<file path="src/rtl/nmi_pkg.sv">
//////////////////////////////
// NMI controller package
// Bus limits, retire limits, signal bundles and FSM states
//////////////////////////////

`default_nettype none

package nmi_pkg;

  //////////////////////////////
  // Limits
  //////////////////////////////

  // Deepest the data bus may pipeline transactions
  localparam int MAX_OUTSTANDING = 2;
  // Shared width of the outstanding count and the retire count
  localparam int CNT_W = 2;
  // One instruction already retired together with the error
  localparam int RETIRE_LIMIT_AT_ERROR = 1;
  // No retirement in the error cycle, so two may still go
  localparam int RETIRE_LIMIT = 2;

  //////////////////////////////
  // Bundles
  //////////////////////////////

  // Data bus request channel as seen at the core boundary
  typedef struct packed {
    logic req;
    logic gnt;
    logic we;
  } obi_req_t;

  // Data bus response channel
  typedef struct packed {
    logic rvalid;
    logic err;
  } obi_resp_t;

  // Writeback stage status
  typedef struct packed {
    logic valid;
    logic last_op;
    logic fencei;
  } wb_status_t;

  // NMI outputs towards the trap logic
  typedef struct packed {
    logic pending;
    logic is_store;
    logic take;
  } nmi_status_t;

  // Flush handshake states
  typedef enum logic [1:0] {
    RUN,
    FLUSH_REQ,
    FLUSH_DONE
  } ctrl_state_e;

endpackage

`default_nettype wire

</file>
<file path="src/rtl/outstanding_tracker.sv">
//////////////////////////////
// Outstanding tracker
// Counts bus transactions in flight and queues their types
//////////////////////////////

`timescale 1ns/1ps
`default_nettype none

module outstanding_tracker
  import nmi_pkg::*;
(
  input  logic             clk,
  input  logic             rst_n,
  input  obi_req_t         obi_req_i,
  input  obi_resp_t        obi_resp_i,
  output logic [CNT_W-1:0] count_o,
  output logic             oldest_we_o
);

  logic                       accept;
  logic                       respond;
  logic [CNT_W-1:0]           count_q;
  // Newest type sits at index 0, older entries shift upwards
  logic [MAX_OUTSTANDING-1:0] type_q;

  // A transaction is accepted on req and gnt in the same cycle
  assign accept  = obi_req_i.req && obi_req_i.gnt;
  // Every rvalid completes the oldest transaction
  assign respond = obi_resp_i.rvalid;

  //////////////////////////////
  // Count
  //////////////////////////////

  always_ff @(posedge clk or negedge rst_n) begin
    if (!rst_n) begin
      count_q <= '0;
    end else begin
      if (accept && !respond) begin
        count_q <= count_q + 1'b1;
      end else if (respond && !accept) begin
        count_q <= count_q - 1'b1;
      end
      // Accept and response together leave the count level
    end
  end

  //////////////////////////////
  // Type queue
  //////////////////////////////

  // Each accepted request shifts its we bit in at the bottom
  // A pop needs no data movement, the oldest entry is found from the count
  always_ff @(posedge clk) begin
    if (accept) begin
      type_q <= {type_q[MAX_OUTSTANDING-2:0], obi_req_i.we};
    end
  end

  // With a full queue the oldest is at the top, otherwise at the bottom
  assign oldest_we_o = (count_q == CNT_W'(MAX_OUTSTANDING)) ? type_q[MAX_OUTSTANDING-1]
                                                             : type_q[0];

  assign count_o = count_q;

endmodule

`default_nettype wire

</file>
<file path="src/rtl/bus_error_latch.sv">
//////////////////////////////
// Bus error latch
// Holds the first bus error as a pending NMI
//////////////////////////////

`timescale 1ns/1ps
`default_nettype none

module bus_error_latch
  import nmi_pkg::*;
(
  input  logic      clk,
  input  logic      rst_n,
  input  obi_resp_t obi_resp_i,
  input  logic      oldest_we_i,
  input  logic      retire_i,
  input  logic      nmi_take_i,
  output logic      pending_o,
  output logic      is_store_o,
  output logic      retire_at_error_o
);

  logic new_error;
  logic pending_q;
  logic is_store_q;
  logic retire_at_error_q;

  // Only the first erroring response counts, later ones are dropped
  assign new_error = obi_resp_i.rvalid && obi_resp_i.err && !pending_q;

  always_ff @(posedge clk or negedge rst_n) begin
    if (!rst_n) begin
      pending_q         <= 1'b0;
      is_store_q        <= 1'b0;
      retire_at_error_q <= 1'b0;
    end else begin
      if (new_error) begin
        pending_q         <= 1'b1;
        // The failing access is the oldest one still outstanding
        is_store_q        <= oldest_we_i;
        // Remember if writeback retired in the same cycle as the error
        retire_at_error_q <= retire_i;
      end else if (nmi_take_i) begin
        pending_q <= 1'b0;
      end
    end
  end

  assign pending_o         = pending_q;
  assign is_store_o        = is_store_q;
  assign retire_at_error_o = retire_at_error_q;

endmodule

`default_nettype wire

</file>
<file path="src/rtl/retire_counter.sv">
//////////////////////////////
// Retire counter
// Counts retirements while an NMI waits
//////////////////////////////

`timescale 1ns/1ps
`default_nettype none

module retire_counter
  import nmi_pkg::*;
(
  input  logic clk,
  input  logic rst_n,
  input  logic pending_i,
  input  logic count_en_i,
  input  logic retire_at_error_i,
  input  logic nmi_take_i,
  output logic limit_reached_o
);

  logic [CNT_W-1:0] cnt_q;
  logic [CNT_W-1:0] limit;

  always_ff @(posedge clk or negedge rst_n) begin
    if (!rst_n) begin
      cnt_q <= '0;
    end else begin
      // Start from zero for every new NMI
      if (!pending_i || nmi_take_i) begin
        cnt_q <= '0;
      end else if (count_en_i) begin
        cnt_q <= cnt_q + 1'b1;
      end
    end
  end

  // A retirement in the error cycle already used up one slot
  assign limit = retire_at_error_i ? CNT_W'(RETIRE_LIMIT_AT_ERROR) : CNT_W'(RETIRE_LIMIT);

  // Once reached, the next instruction must not retire before the NMI
  assign limit_reached_o = (cnt_q >= limit);

endmodule

`default_nettype wire

</file>
<file path="src/rtl/ctrl_fsm.sv">
//////////////////////////////
// Controller FSM
// NMI entry decision and fence.i flush handshake
//////////////////////////////

`timescale 1ns/1ps
`default_nettype none

module ctrl_fsm
  import nmi_pkg::*;
(
  input  logic             clk,
  input  logic             rst_n,
  input  wb_status_t       wb_i,
  input  logic             debug_mode_i,
  input  logic             pending_i,
  input  logic             limit_reached_i,
  input  logic [CNT_W-1:0] outstanding_cnt_i,
  input  logic             fencei_flush_ack_i,
  output logic             nmi_take_o,
  output logic             count_en_o,
  output logic             fencei_flush_req_o,
  output logic             fencei_done_o,
  output logic             wb_halt_o
);

  ctrl_state_e state_q;
  ctrl_state_e state_d;
  logic        retire_wb;
  logic        fencei_in_wb;
  logic        nmi_allowed;
  logic        flush_start;

  //////////////////////////////
  // NMI entry
  //////////////////////////////

  assign retire_wb    = wb_i.valid && wb_i.last_op;
  assign fencei_in_wb = wb_i.valid && wb_i.fencei;

  // Debug mode defers the NMI and freezes the retire count
  assign nmi_allowed = pending_i && !debug_mode_i;

  // Take at the retire limit, or at once when writeback is not retiring
  assign nmi_take_o = nmi_allowed && (limit_reached_i || !retire_wb);
  assign count_en_o = nmi_allowed && retire_wb;

  //////////////////////////////
  // Flush handshake
  //////////////////////////////

  // The bus must be drained and the NMI goes first
  // A take implies pending, so checking pending covers both
  assign flush_start = fencei_in_wb && (outstanding_cnt_i == '0) && !pending_i;

  always_comb begin
    state_d = state_q;
    case (state_q)
      RUN: begin
        if (flush_start) begin
          state_d = FLUSH_REQ;
        end
      end
      FLUSH_REQ: begin
        // Request stays up until the ack arrives
        if (fencei_flush_ack_i) begin
          state_d = FLUSH_DONE;
        end
      end
      FLUSH_DONE: begin
        state_d = RUN;
      end
      default: begin
        state_d = RUN;
      end
    endcase
  end

  always_ff @(posedge clk or negedge rst_n) begin
    if (!rst_n) begin
      state_q <= RUN;
    end else begin
      state_q <= state_d;
    end
  end

  assign fencei_flush_req_o = (state_q == FLUSH_REQ);
  // Single cycle, the fence.i completes here
  assign fencei_done_o      = (state_q == FLUSH_DONE);
  // Writeback holds from fence.i arrival through the done cycle
  assign wb_halt_o = ((state_q == RUN) && fencei_in_wb) || (state_q != RUN);

endmodule

`default_nettype wire

</file>
<file path="src/rtl/nmi_ctrl_top.sv">
//////////////////////////////
// NMI controller top
// Bus error NMI and fence.i flush control
//////////////////////////////

`timescale 1ns/1ps
`default_nettype none

module nmi_ctrl_top
  import nmi_pkg::*;
(
  input  logic        clk,
  input  logic        rst_n,
  input  obi_req_t    obi_req_i,
  input  obi_resp_t   obi_resp_i,
  input  wb_status_t  wb_i,
  input  logic        debug_mode_i,
  input  logic        fencei_flush_ack_i,
  output nmi_status_t nmi_status_o,
  output logic        fencei_flush_req_o,
  output logic        fencei_done_o,
  output logic        wb_halt_o
);

  logic [CNT_W-1:0] outstanding_cnt;
  logic             oldest_we;
  logic             retire_wb;
  logic             pending;
  logic             is_store;
  logic             retire_at_error;
  logic             limit_reached;
  logic             count_en;
  logic             nmi_take;

  // Writeback retires on the last operation of an instruction
  assign retire_wb = wb_i.valid && wb_i.last_op;

  outstanding_tracker tracker_i (
    .clk         (clk),
    .rst_n       (rst_n),
    .obi_req_i   (obi_req_i),
    .obi_resp_i  (obi_resp_i),
    .count_o     (outstanding_cnt),
    .oldest_we_o (oldest_we)
  );

  bus_error_latch latch_i (
    .clk               (clk),
    .rst_n             (rst_n),
    .obi_resp_i        (obi_resp_i),
    .oldest_we_i       (oldest_we),
    .retire_i          (retire_wb),
    .nmi_take_i        (nmi_take),
    .pending_o         (pending),
    .is_store_o        (is_store),
    .retire_at_error_o (retire_at_error)
  );

  retire_counter counter_i (
    .clk               (clk),
    .rst_n             (rst_n),
    .pending_i         (pending),
    .count_en_i        (count_en),
    .retire_at_error_i (retire_at_error),
    .nmi_take_i        (nmi_take),
    .limit_reached_o   (limit_reached)
  );

  ctrl_fsm fsm_i (
    .clk                (clk),
    .rst_n              (rst_n),
    .wb_i               (wb_i),
    .debug_mode_i       (debug_mode_i),
    .pending_i          (pending),
    .limit_reached_i    (limit_reached),
    .outstanding_cnt_i  (outstanding_cnt),
    .fencei_flush_ack_i (fencei_flush_ack_i),
    .nmi_take_o         (nmi_take),
    .count_en_o         (count_en),
    .fencei_flush_req_o (fencei_flush_req_o),
    .fencei_done_o      (fencei_done_o),
    .wb_halt_o          (wb_halt_o)
  );

  assign nmi_status_o = '{pending: pending, is_store: is_store, take: nmi_take};

endmodule

`default_nettype wire

</file>
<file path="config.mk">
export PLATFORM = sky130hd
export DESIGN_NAME = nmi_ctrl_top
export DESIGN_NICKNAME = d
export VERILOG_FILES = /design/src/rtl/nmi_pkg.sv /design/src/rtl/outstanding_tracker.sv /design/src/rtl/bus_error_latch.sv /design/src/rtl/retire_counter.sv /design/src/rtl/ctrl_fsm.sv /design/src/rtl/nmi_ctrl_top.sv
export SDC_FILE = /design/constraint.sdc
export NUM_CORES = 1
export LEC_CHECK = 0
export BUFFER_PORTS_ARGS = -buffer_cell sky130_fd_sc_hd__buf_2
export CAP_MARGIN = 10
export CORE_AREA = 3 3 40 42
export DETAILED_ROUTE_END_ITERATION = 8
export DIE_AREA = 0 0 43 45
export GPL_ROUTABILITY_DRIVEN = 0
export HOLD_SLACK_MARGIN = 0.06
export PLACE_DENSITY_LB_ADDON = 0.3
export SLEW_MARGIN = 15
export SYNTH_ARGS = -nofsm -noshare
export SYNTH_HDL_FRONTEND = slang
export SYNTH_HIERARCHICAL = 1
export SYNTH_SLANG_ARGS = --single-unit
</file>
<file path="constraint.sdc">
create_clock -name clk -period 4.65 [get_ports clk]
set_input_delay 1.1625 -clock clk [delete_from_list [all_inputs] [get_ports clk]]
set_output_delay 1.1625 -clock clk [all_outputs]
set_load 0.02 [all_outputs]
</file>
======== Word-level counts from Yosys, hierarchy flattened ========
Index checks and enable logic that the tools add are counted.
word-level totals
  output and inout bits ................... 6
  bits in registers ....................... 11
  ROM bits ................................ 0
  memories ................................ 0
  latch bits .............................. 0
  bits of input ports ..................... 12
  logic and storage cells ................. 55
  RAM bits ................................ 0
cells by class
  $mul .................................... 0
  shift operators ......................... 0
  divide/modulo/power cells ............... 0
  magnitude comparators ................... 1
  reductions and logical operators ........ 28
  add/subtract/negate cells ............... 3
  bitwise gates (word level) .............. 0
  equal/unequal tests ..................... 5
  mux-type cells .......................... 11
operator list
  cell                                               count
  2-to-1 mux 2 bit                                   7
  logical AND 1 bit                                  13
  nonzero test 2 bit                                 4
  zero test 1 bit                                    5
  adder 2 x 1 -> 2 bit (second input constant)       2
  == test 2 bit (second input constant)              2
  zero test 2 bit                                    2
  case mux 2 bit (2 select lines)                    1
  logical OR 1 bit                                   3
  2-to-1 mux 1 bit                                   3
  == test 2 x 1 -> 1 bit (second input constant)     1
  >= comparator 2 bit                                1
  != test 2 x 1 -> 1 bit (second input constant)     1
  != test 2 bit (second input constant)              1
  AND reduction 2 bit                                1
  subtractor 2 x 1 -> 2 bit (second input constant)  1

======== Logic depth before layout (Yosys ltp) ========
Gate-level depths: netlist of the first run.
  word-level depth ........................ 6
  mapped depth ............................ 7

======== Hierarchy ========
The synthesis of the first run kept the hierarchy.
modules (own cells, without submodules)
  module               cells each  times used  area each (µm²)  sequential area each (µm²)
  outstanding_tracker  13          1           180.2            110.1
  retire_counter       13          1           137.6            50.0
  bus_error_latch      8           1           133.9            75.1
  ctrl_fsm             15          1           128.9            50.0
  nmi_ctrl_top         4           1           28.8             0.0

======== Worst setup path before layout of the first run ========
Ideal clock, no wire load.
  path type ............................... input -> output
  from .................................... input debug_mode_i
  to ...................................... output nmi_status_o[0] (netlist name)
  buffers on the path ..................... 1
  cell stages on the path ................. 3
  arrival time ............................ 1.550 ns
  path slack .............................. 1.937 ns
  data required time ...................... 3.488 ns
  cell sequence ........................... nor2b_1 > o21a_1 > buf_4
on the way
  word-level cells in the longest chain between the ends .. 3
RTL lines
  element            RTL line            RTL
  start, declared    nmi_ctrl_top.sv:17  input logic debug_mode_i,
  zero test 1 bit    ctrl_fsm.sv:42      assign nmi_allowed = pending_i && !debug_mode_i;
  logical AND 1 bit  ctrl_fsm.sv:42
  logical AND 1 bit  ctrl_fsm.sv:45      assign nmi_take_o = nmi_allowed && (limit_reached_i || !retire_wb);
  end, declared      nmi_ctrl_top.sv:19  output nmi_status_t nmi_status_o,
No other way between the ends.

==> results of run 1 <==
[per-layer routing]
metal	share of wire	routed length, um	up-vias
met5	0	0	-
met4	0.013	12	0
met3	0.070	65	2
met2	0.44	409	12
met1	0.47	439	185
li1	-	-	214
[sequential cells by signal, indices dropped and copies added, names as in the netlist]
signal                     cells
counter_i/cnt_q                2
latch_i/pending_o              1
tracker_i/count_o              2
tracker_i/type_q               2
fsm_i/state_q                  2
latch_i/retire_at_error_o      1
latch_i/is_store_o             1
[final timing paths]
kind	startpoint	to	slack [ns]	depth (start not counted)
max	debug_mode_i	nmi_status_o[0]	1.77	4
min	tracker_i/type_q[0]$_DFFE_PP_	tracker_i/type_q[1]$_DFFE_PP_	0.45	0
max reg2reg	counter_i/cnt_q[0]$_DFFE_PN0P_	counter_i/cnt_q[0]$_DFFE_PN0P_	3.06	7
min reg2reg	tracker_i/type_q[0]$_DFFE_PP_	tracker_i/type_q[1]$_DFFE_PP_	0.45	0
max in group asynchronous	rst_n	latch_i/is_store_o$_DFFE_PN0P_	3.73	1
min in group asynchronous	rst_n	latch_i/retire_at_error_o$_DFFE_PN0P_	0.74	1
[power groups by stage]
stage | clock (mW) | sequential, mW | combinational [mW]
4_1_cts | 0.0644 | 0.154 | 0.131
2_1_floorplan | 0 | 0.148 | 0.115
3_3_place_gp | 0 | 0.154 | 0.129
5_1_grt | 0.0687 | 0.159 | 0.144
6_report | 0.0613 | 0.153 | 0.129
3_5_place_dp | 0 | 0.156 | 0.131
[cells in the final DEF (no fill, tap or decap), types with 2 or more instances in the layout]
cell type,instances
dfrtp_1,9
xor2_1,2
ha_1,3
clkbuf_4,3
mux2_4,2
nor2_1,3
nor2b_1,3
and2_1,3
nand2_1,3
xnor2_1,2
nand2b_1,2
inv_1,3
edfxtp_1,2
buf_2,17
[cell type report]
class | count | area (sq um) | share of cell area
Clock buffer | 4 | 26.3 | 0.0366
Inverter | 3 | 11.3 | 0.0157
Multi-Input combinational cell | 36 | 290 | 0.405
Sequential cell | 11 | 285 | 0.398
Tap cell | 15 | 18.8 | 0.0262
Timing Repair Buffer | 17 | 85.1 | 0.119
[cell families (layout without fill, tap and decap cells)]
logic type / Yosys count / after routing / synth area share
AO/OA/AOI/OAI: 6 / 6 / 0.0801
AND/OR/NAND/NOR: 20 / 20 / 0.209
buffers and inverters: 6 / 24 / 0.0554
XOR/XNOR: 4 / 4 / 0.0575
multiplexers: 3 / 3 / 0.0678
adder cells (fa/ha/maj): 3 / 3 / 0.0616
flip-flops: 11 / 11 / 0.468
[stage by stage]
stage                     utilization  worst slack [ns]  hold WS, ns
after floorplan                     -              1.94        0.422
after CTS                       0.558              1.77        0.456
after global placement          0.537              1.78        0.437
after detailed placement        0.537              1.77        0.439
after global routing            0.558              1.71        0.482
final                           0.558              1.77        0.454
==> results.cfg, run 1 <==
[status]
status = finished, final reports clean

[synthesis]
yosys.cell_count.top_type = dfrtp_1
syn-cell-area_sq_um = 609
synth_top_area_cell = dfrtp_1
synth_top_area_frac = 0.370
syn_nets = 68
synth-seq-cells = 11
synth.area.top_cells = dfrtp_1, edfxtp_1, ha_1
synth.distinct_cells = 26
synth-async-reset-ratio = 0.818
yosysSeqAreaShare = 0.468
syn_inst = 53
synth_warnings = 6
synth_area_per_cell_sq_um = 11.5
synth_edf_count = 2
ys.flop_type = dfrtp_1

[pwr]
intPower_mw = 0.227
p_sw_mw = 0.117
p_clk_frac = 0.178
leakage_nw = 0.384
comb_power_share = 0.376
power_frac_seq = 0.445
p_sw_frac = 0.341
finalPower_mw = 0.344
power_density_mw_per_mm2 = 480
peakVddDrop_mv = 0.226

[floorplanning]
die_area_sq_mm = 0.00194
die_height_um = 45
io_pins = 18
dieWidth_um = 43
design.core.area_sq_mm = 0.00128
start_util = 0.474
rows = 13

[grt]
grtUsageMet2 = 0.177
use_met1 = 0.170
antenna_found_initial = 0
grt.overflow.total = 0
grt_max_degree = 10
grt_pass1_vias = 420
met3_usage = 0.0239
grt_pass1_wl_mm = 1.75
gr-usage-all-layers = 0.122
busiest_layer = met2

[clock_tree]
clock_latency_ns = 0.25
clk_pin_slew_worst_paths_ns = 0.06
cts_setup_buffers = 0
postCtsResizedCells = 0
cts_root_buffer = clkbuf_4
cts_buffers = 3
tritoncts = done
htree_levels = 1
clock_path_buffers = 2
cts.sinks = 11
hold_buffers = 0

[routing]
drt-initial-drc-count = 9
route.final.wire_length_um = 927
wl_per_cell_um = 10.8
ant_nets = 0
vias = 413
drt_pass1_iterations = 4
vias_per_cell = 4.80
route.detailed.drc = 0

[sta]
fin_crit_sh = 0.619
drv_slew = 0
worst_pin_slew_ns = 0.213
slew_headroom = 0.857
fmax_mhz = 347
setup_viol = 0
fin_crit_ns = 2.88
fin_skew_ns = 0.000939
rsz0062_at_grt = false
finalHoldViolations = 0
setup-tns-final_ns = 0

[setup_path]
slowest_delay_ns = 0.17
worstPathRequired_ns = 3.49
critPathSlowestCell = o21a_1
cp_top_family = buffers and inverters
worstSetupPathType = primary input to output port
path_cells = buf_2 -> nor2b_1 -> o21a_1 -> buf_2
cp-end-kind = output port
path_max_fanout = 3
worstPathArrival_ns = 1.72
setup.worst_path.start_class = primary input
crit_buf_inv = 2
critPathMostFrequentCell = buf_2

[placed_design]
io_buffers = 17
dpl_cell_area_sq_um = 691
place.detailed.hpwl_um = 791
dp.cells = 82

[final_layout]
nets = 87
fill_cells = 120
drive_gt1_frac = 0.366
fin_area_sq_um = 717
instances_no_fill = 86
diodes = 0
syn2layout_area_growth_pct = 17.7

[run]
drv_cap = 0

[min_path]
hp-class = flop to flop
No activity file was read; power rests on OpenSTA's default activity.
==> run 2, diff against run 1 <==
--- a/config.mk
+++ b/config.mk
@@ -5,11 +5,12 @@
 export SDC_FILE = /design/constraint.sdc
 export NUM_CORES = 1
 export LEC_CHECK = 0
+export ABC_AREA = 1
 export BUFFER_PORTS_ARGS = -buffer_cell sky130_fd_sc_hd__buf_2
 export CAP_MARGIN = 10
-export CORE_AREA = 3 3 40 42
+export CORE_MARGIN = 3
+export CORE_UTILIZATION = 44
 export DETAILED_ROUTE_END_ITERATION = 8
-export DIE_AREA = 0 0 43 45
 export GPL_ROUTABILITY_DRIVEN = 0
 export HOLD_SLACK_MARGIN = 0.06
 export PLACE_DENSITY_LB_ADDON = 0.3
==> constraint.sdc (replaced) <==
create_clock -name clk -period 2.35 [get_ports clk]
set_input_delay 0.5875 -clock clk [delete_from_list [all_inputs] [get_ports clk]]
set_output_delay 0.5875 -clock clk [all_outputs]
set_load 0.02 [all_outputs]
==> run 2 against run 1 <==
- first-iteration DRC count fell by 22%
- non-clock buffer count did not move
- clock power rose by 100%
- global-route usage rose by 1.9 points
- flip-flop and latch count did not move
- routed wire length rose by 22%
- worst hold slack got worse by 0.29 ns
- largest power group unchanged
- sequential power rose by 97%
- cell area rose by 3.1%
- critical path depth rose by 3
- sequential share of layout area fell by 1.2 points
==> results.cfg, run 2 <==
[status]
status = finished, final reports clean

[pwr]
power_frac_seq = 0.425
intPower_mw = 0.417
comb_power_share = 0.402
p_sw_mw = 0.293
peakVddDrop_mv = 0.542
power_density_mw_per_mm2 = 961
p_clk_frac = 0.173
p_sw_frac = 0.413
leakage_nw = 0.429

[sta]
setup_viol = 0
fmax_mhz = 467
fin_ws_ns = 0.209
fin_crit_ns = 2.14
finalHoldViolations = 0
rsz0062_at_grt = false
slew_headroom = 0.731
fin_skew_ns = 0.00514
worst_pin_slew_ns = 0.401
fin_crit_sh = 0.911
drv_slew = 0
setup-tns-final_ns = 0

[min_path]
hp-class = primary input to async pin

[setup_path]
worstPathRequired_ns = 1.76
cp-end-kind = output port
setup.worst_path.start_class = flop
path_max_fanout = 5
path_cells = inv_1 -> ha_1 -> o21ai_1 -> nand2_1 -> nor2_1 -> nor3_2 -> buf_2
slowest_delay_ns = 0.40
worstPathArrival_ns = 1.55
worstSetupPathType = flop to output port
critPathSlowestCell = dfrtp_1

[synthesis]
synth_top_area_frac = 0.359
synth_xor_area_frac = 0.0139
syn_inst = 82
synth-seq-cells = 11
yosysSeqAreaShare = 0.454
synth_warnings = 6
synth-compound-area-share = 0.0319
synth.area.top_cells = dfrtp_1, nand2_1, edfxtp_1
yosys.area_share.simple = 0.297
syn_nets = 97
ys.flop_type = dfrtp_1
yosys.cell_count.top_type = nand2_1
synthTopCellsByCount = nand2_1, inv_1, dfrtp_1
synth-async-reset-ratio = 0.818
synth_area_per_cell_sq_um = 7.66
synth_edf_count = 2
synth_top_family_by_area = simple AND/OR/NAND/NOR gates
synth_mux_area_frac = 0
synth.distinct_cells = 17
syn-cell-area_sq_um = 628
synth_top_area_cell = dfrtp_1
synth-adder-area-share = 0.0598

[floorplanning]
design.core.area_sq_mm = 0.00122
io_pins = 18
dieWidth_um = 43.8
die_area_sq_mm = 0.00192
die_height_um = 43.8
rows = 12
start_util = 0.516

[clock_tree]
cts_root_buffer = clkbuf_4
clock_latency_ns = 0.26
tritoncts = done
cts.sinks = 11
clock_path_buffers = 2
cts_setup_buffers = 0
cts_buffers = 3
clk_pin_slew_worst_paths_ns = 0.07
hold_buffers = 0
postCtsResizedCells = 0
htree_levels = 1

[routing]
route.detailed.drc = 0
route.final.wire_length_mm = 1.13
drt-initial-drc-count = 7
wl_met1_um = 511
wl_met2_um = 549
dr_wl_met3_um = 69
drt_pass1_iterations = 4
wl_per_cell_um = 9.95
top_layer = met4
vias_per_cell = 4.77
vias = 544
ant_nets = 0

[run]
drv_cap = 0

[final_layout]
fill_cells = 112
drive_gt1_frac = 0.320
syn2layout_area_growth_pct = 17.7
register_area_sq_um = 285
nets = 116
final_common_cell = nand2_1
diodes = 0
multi_input_area_sq_um = 258
final_cell_mix = nand2_1, buf_2, inv_1, dfrtp_1

[grt]
antenna_found_initial = 0
gr-usage-all-layers = 0.141
grt_pass1_vias = 497
grt_max_degree = 10
grt.overflow.total = 0
grt_pass1_wl_mm = 1.99

[placed_design]
place.detailed.hpwl_um = 952
io_buffers = 17
place_ws_ns = 0.323
-- run 2: cell count changes after synthesis, moves of 3 or more --
cell	change
and2_1	-3
inv_1	+8
inv_2	+7
nand2_1	+19
nand3_1	+4
nand4_1	+3
nor2_1	+4
nor2b_1	-3
-- run 2: power by group through the flow --
stage          registers [mW]  clock network, mW  logic (mW)
2_1_floorplan           0.294                  0       0.237
3_3_place_gp            0.301                  0       0.273
3_5_place_dp            0.305                  0       0.283
4_1_cts                 0.301              0.126       0.284
5_1_grt                 0.312              0.141       0.325
6_report                0.302              0.123       0.286
-- run 2: kinds of logic (layout without fill, tap and decap cells) --
logic type,after synthesis,after routing
AO/OA/AOI/OAI,4,4
XOR/XNOR,1,1
adder cells (fa/ha/maj),3,3
buffers and inverters,21,39
flip-flops,11,11
AND/OR/NAND/NOR,42,42
-- run 2: area by class of cell --
cell class,instances,share of cell area
inverters,18,0.0914
multi-input cells,50,0.349
clock buffers,4,0.0355
repair buffers,17,0.115
well taps,14,0.0237
flip-flops and latches,11,0.386
-- run 2: worst paths after layout --
path | end | slack, ns | cells after the start | start
max | nmi_status_o[0] | 0.21 | 7 | counter_i/cnt_q[0]$_DFFE_PN0P_
min | fsm_i/state_q[1]$_DFFE_PN0P_ | 0.16 | 1 | rst_n
max reg2reg | counter_i/cnt_q[1]$_DFFE_PN0P_ | 0.84 | 9 | counter_i/cnt_q[0]$_DFFE_PN0P_
min reg2reg | latch_i/is_store_o$_DFFE_PN0P_ | 0.47 | 2 | latch_i/is_store_o$_DFFE_PN0P_
max in group asynchronous | counter_i/cnt_q[0]$_DFFE_PN0P_ | 2.01 | 1 | rst_n
min in group clk | latch_i/is_store_o$_DFFE_PN0P_ | 0.47 | 2 | latch_i/is_store_o$_DFFE_PN0P_
-- run 2: routing by layer --
| metal | track usage | vias up |
|---|---|---|
| li1 | - | 289 |
| met1 | 0.175 | 239 |
| met2 | 0.230 | 14 |
| met3 | 0.0415 | 2 |
| met4 | 0.0542 | 0 |
| met5 | 0 | - |
-- run 2: per-stage QoR --
| step | std cells | instance area (sq um) | total power [mW] | utilization | hold slack [ns] |
|---|---|---|---|---|---|
| 3_5_place_dp | 110 | 708 | 0.588 | 0.582 | 0.448 |
| 6_report | 114 | 739 | 0.710 | 0.608 | 0.164 |
| 4_1_cts | 114 | 734 | 0.712 | 0.604 | 0.165 |
| 5_1_grt | 114 | 739 | 0.777 | 0.608 | 0.163 |
| 3_3_place_gp | 110 | 708 | 0.574 | 0.582 | 0.442 |
| 2_1_floorplan | 82 | 628 | 0.531 | - | 0.292 |
-- run 2: critical path: cells and delay by family, from the launching register on --
family | cells | cell delay [ns]
AND/OR/NAND/NOR | 3 | 0.29
flip-flops | 1 | 0.40
adder cells (fa/ha/maj) | 1 | 0.27
AO/OA/AOI/OAI | 1 | 0.07
buffers and inverters | 2 | 0.27
==> run 3, diff against run 2 <==
--- a/config.mk
+++ b/config.mk
@@ -9,7 +9,7 @@
 export BUFFER_PORTS_ARGS = -buffer_cell sky130_fd_sc_hd__buf_2
 export CAP_MARGIN = 10
 export CORE_MARGIN = 3
-export CORE_UTILIZATION = 44
+export CORE_UTILIZATION = 48
 export DETAILED_ROUTE_END_ITERATION = 8
 export GPL_ROUTABILITY_DRIVEN = 0
 export HOLD_SLACK_MARGIN = 0.06
==> constraint.sdc (replaced) <==
create_clock -name clk -period 2.2 [get_ports clk]
set_input_delay 0.55 -clock clk [delete_from_list [all_inputs] [get_ports clk]]
set_output_delay 0.55 -clock clk [all_outputs]
set_load 0.02 [all_outputs]
==> run 3 against run 2 <==
- sequential power is 6.6% higher
- worst setup slack worse by 0.071 ns
- cell area up 2.4%
- critical endpoint unchanged
==> results.cfg, run 3 (synthesis results as in run 2) <==
[status]
status = finished, final reports clean

[final_layout]
diodes = 0
drive_gt1_frac = 0.343
syn2layout_area_growth_pct = 20.5
nets = 118
register_area_sq_um = 285
fin_util = 0.646
fill_cells = 105
final_common_cell = nand2_1
final_cell_mix = nand2_1, buf_2, inv_1, dfrtp_1, inv_2
multi_input_area_sq_um = 260

[floorplanning]
io_pins = 18
rows = 12
die_height_um = 42.2
dieWidth_um = 42.2
start_util = 0.536
design.core.area_sq_mm = 0.00117
die_area_sq_mm = 0.00178

[routing]
drt-initial-drc-count = 14
drt_pass1_iterations = 4
route.final.wire_length_mm = 1.06
vias = 546
vias_per_cell = 4.71
route.detailed.drc = 0
wl_per_cell_um = 9.14
ant_nets = 0

[grt]
busiest_layer = met2
use_met1 = 0.175
antenna_found_initial = 0
grt_pass1_vias = 441
met3_usage = 0.0258
gr-usage-all-layers = 0.139
grt_max_degree = 10
grtUsageMet2 = 0.213
grt_pass1_wl_mm = 1.86
grt.overflow.total = 0

[min_path]
hp-class = primary input to async pin

[placed_design]
io_buffers = 17
place.detailed.hpwl_um = 906

[sta]
fin_crit_ns = 2.06
fmax_mhz = 485
finalHoldViolations = 0
fin_skew_ns = 0.00615
drv_slew = 0
setup_viol = 0
fin_crit_sh = 0.937
worst_pin_slew_ns = 0.434
rsz0062_at_grt = false
setup-tns-final_ns = 0
slew_headroom = 0.709
whs_ns = 0.119

[setup_path]
cp-end-kind = output port
setup.worst_path.start_class = flop
r2r_setup_slack_ns = 0.65
critPathSlowestCell = dfrtp_1
worstSetupPathType = flop to output port
cp_top_family = flip-flops
worstPathRequired_ns = 1.65
crit_buf_inv = 1
path_cells = ha_1 -> o21ai_0 -> nand2_1 -> nor2_2 -> nor3_2 -> buf_2
slowest_delay_ns = 0.41
ff2ff_path_depth = 9
crit-reg2reg-launch = latch_i/retire_at_error_o$_DFFE_PN0P_
worstPathArrival_ns = 1.51
rr_endpoint = counter_i/cnt_q[1]$_DFFE_PN0P_
path_max_fanout = 3

[clock_tree]
tritoncts = done
cts.sinks = 11
clk_pin_slew_worst_paths_ns = 0.07
cts_buffers = 3
cts_root_buffer = clkbuf_4
clock_latency_ns = 0.26
htree_levels = 1
clock_path_buffers = 2

[pwr]
power_density_mw_per_mm2 = 1020
peakVddDrop_mv = 0.455
leakage_nw = 0.440

[run]
drv_cap = 0
==> run 3: cell types whose count changed in the layout (fill, tap and decap cells not counted), sizes merged <==
cell | before | now
buf | 17 | 19
==> run 3: area by class of cell <==
cell class              count  area share
inverters                  18      0.0893
multi-input cells          50       0.344
flip-flops and latches     11       0.377
well taps                  14      0.0231
clock buffers               4      0.0347
repair buffers             19       0.132
==> run 3: timing repair <==
item                       4_1_cts  5_1_grt
hold buffers                     0        0
buffers inserted                 0        2
pin swaps                        0        1
cloned                           0        0
setup endpoints to repair        1        1
gates resized for setup          1        1
==> run 3: power breakdown <==
part	switching [mW]	internal (mW)	total [mW]
combinational	0.191	0.120	0.312
clock	0.0650	0.0701	0.135
sequential	0.0587	0.263	0.322
==> run 3: worst max path at each step <==
stage | to | depth (start not counted) | from | slack, ns
2_1_floorplan | nmi_status_o[0] | 7 | counter_i/cnt_q[0]$_DFFE_PN0P_ | 0.37
3_3_place_gp | nmi_status_o[0] | 7 | counter_i/cnt_q[0]$_DFFE_PN0P_ | 0.32
3_5_place_dp | nmi_status_o[0] | 7 | counter_i/cnt_q[0]$_DFFE_PN0P_ | 0.26
4_1_cts | nmi_status_o[0] | 7 | counter_i/cnt_q[0]$_DFFE_PN0P_ | 0.07
5_1_grt | nmi_status_o[0] | 6 | latch_i/retire_at_error_o$_DFFE_PN0P_ | 0.01
6_report | nmi_status_o[0] | 6 | latch_i/retire_at_error_o$_DFFE_PN0P_ | 0.14
==> run 3: routing by layer <==
metal / vias up / routed length (um)
met3: 0 / 70
met5: - / 0
li1: 293 / -
met4: 0 / 0
met2: 13 / 510
met1: 240 / 479
==> run 3: metrics by stage <==
step	std cells	cell area, sq um	power (mW)	setup slack, ns
after floorplan	82	628	0.567	0.374
after global placement	110	708	0.616	0.317
after detailed placement	110	708	0.627	0.255
after CTS	114	739	0.769	0.0692
after global routing	116	757	0.846	0.0119
final	116	757	0.769	0.139
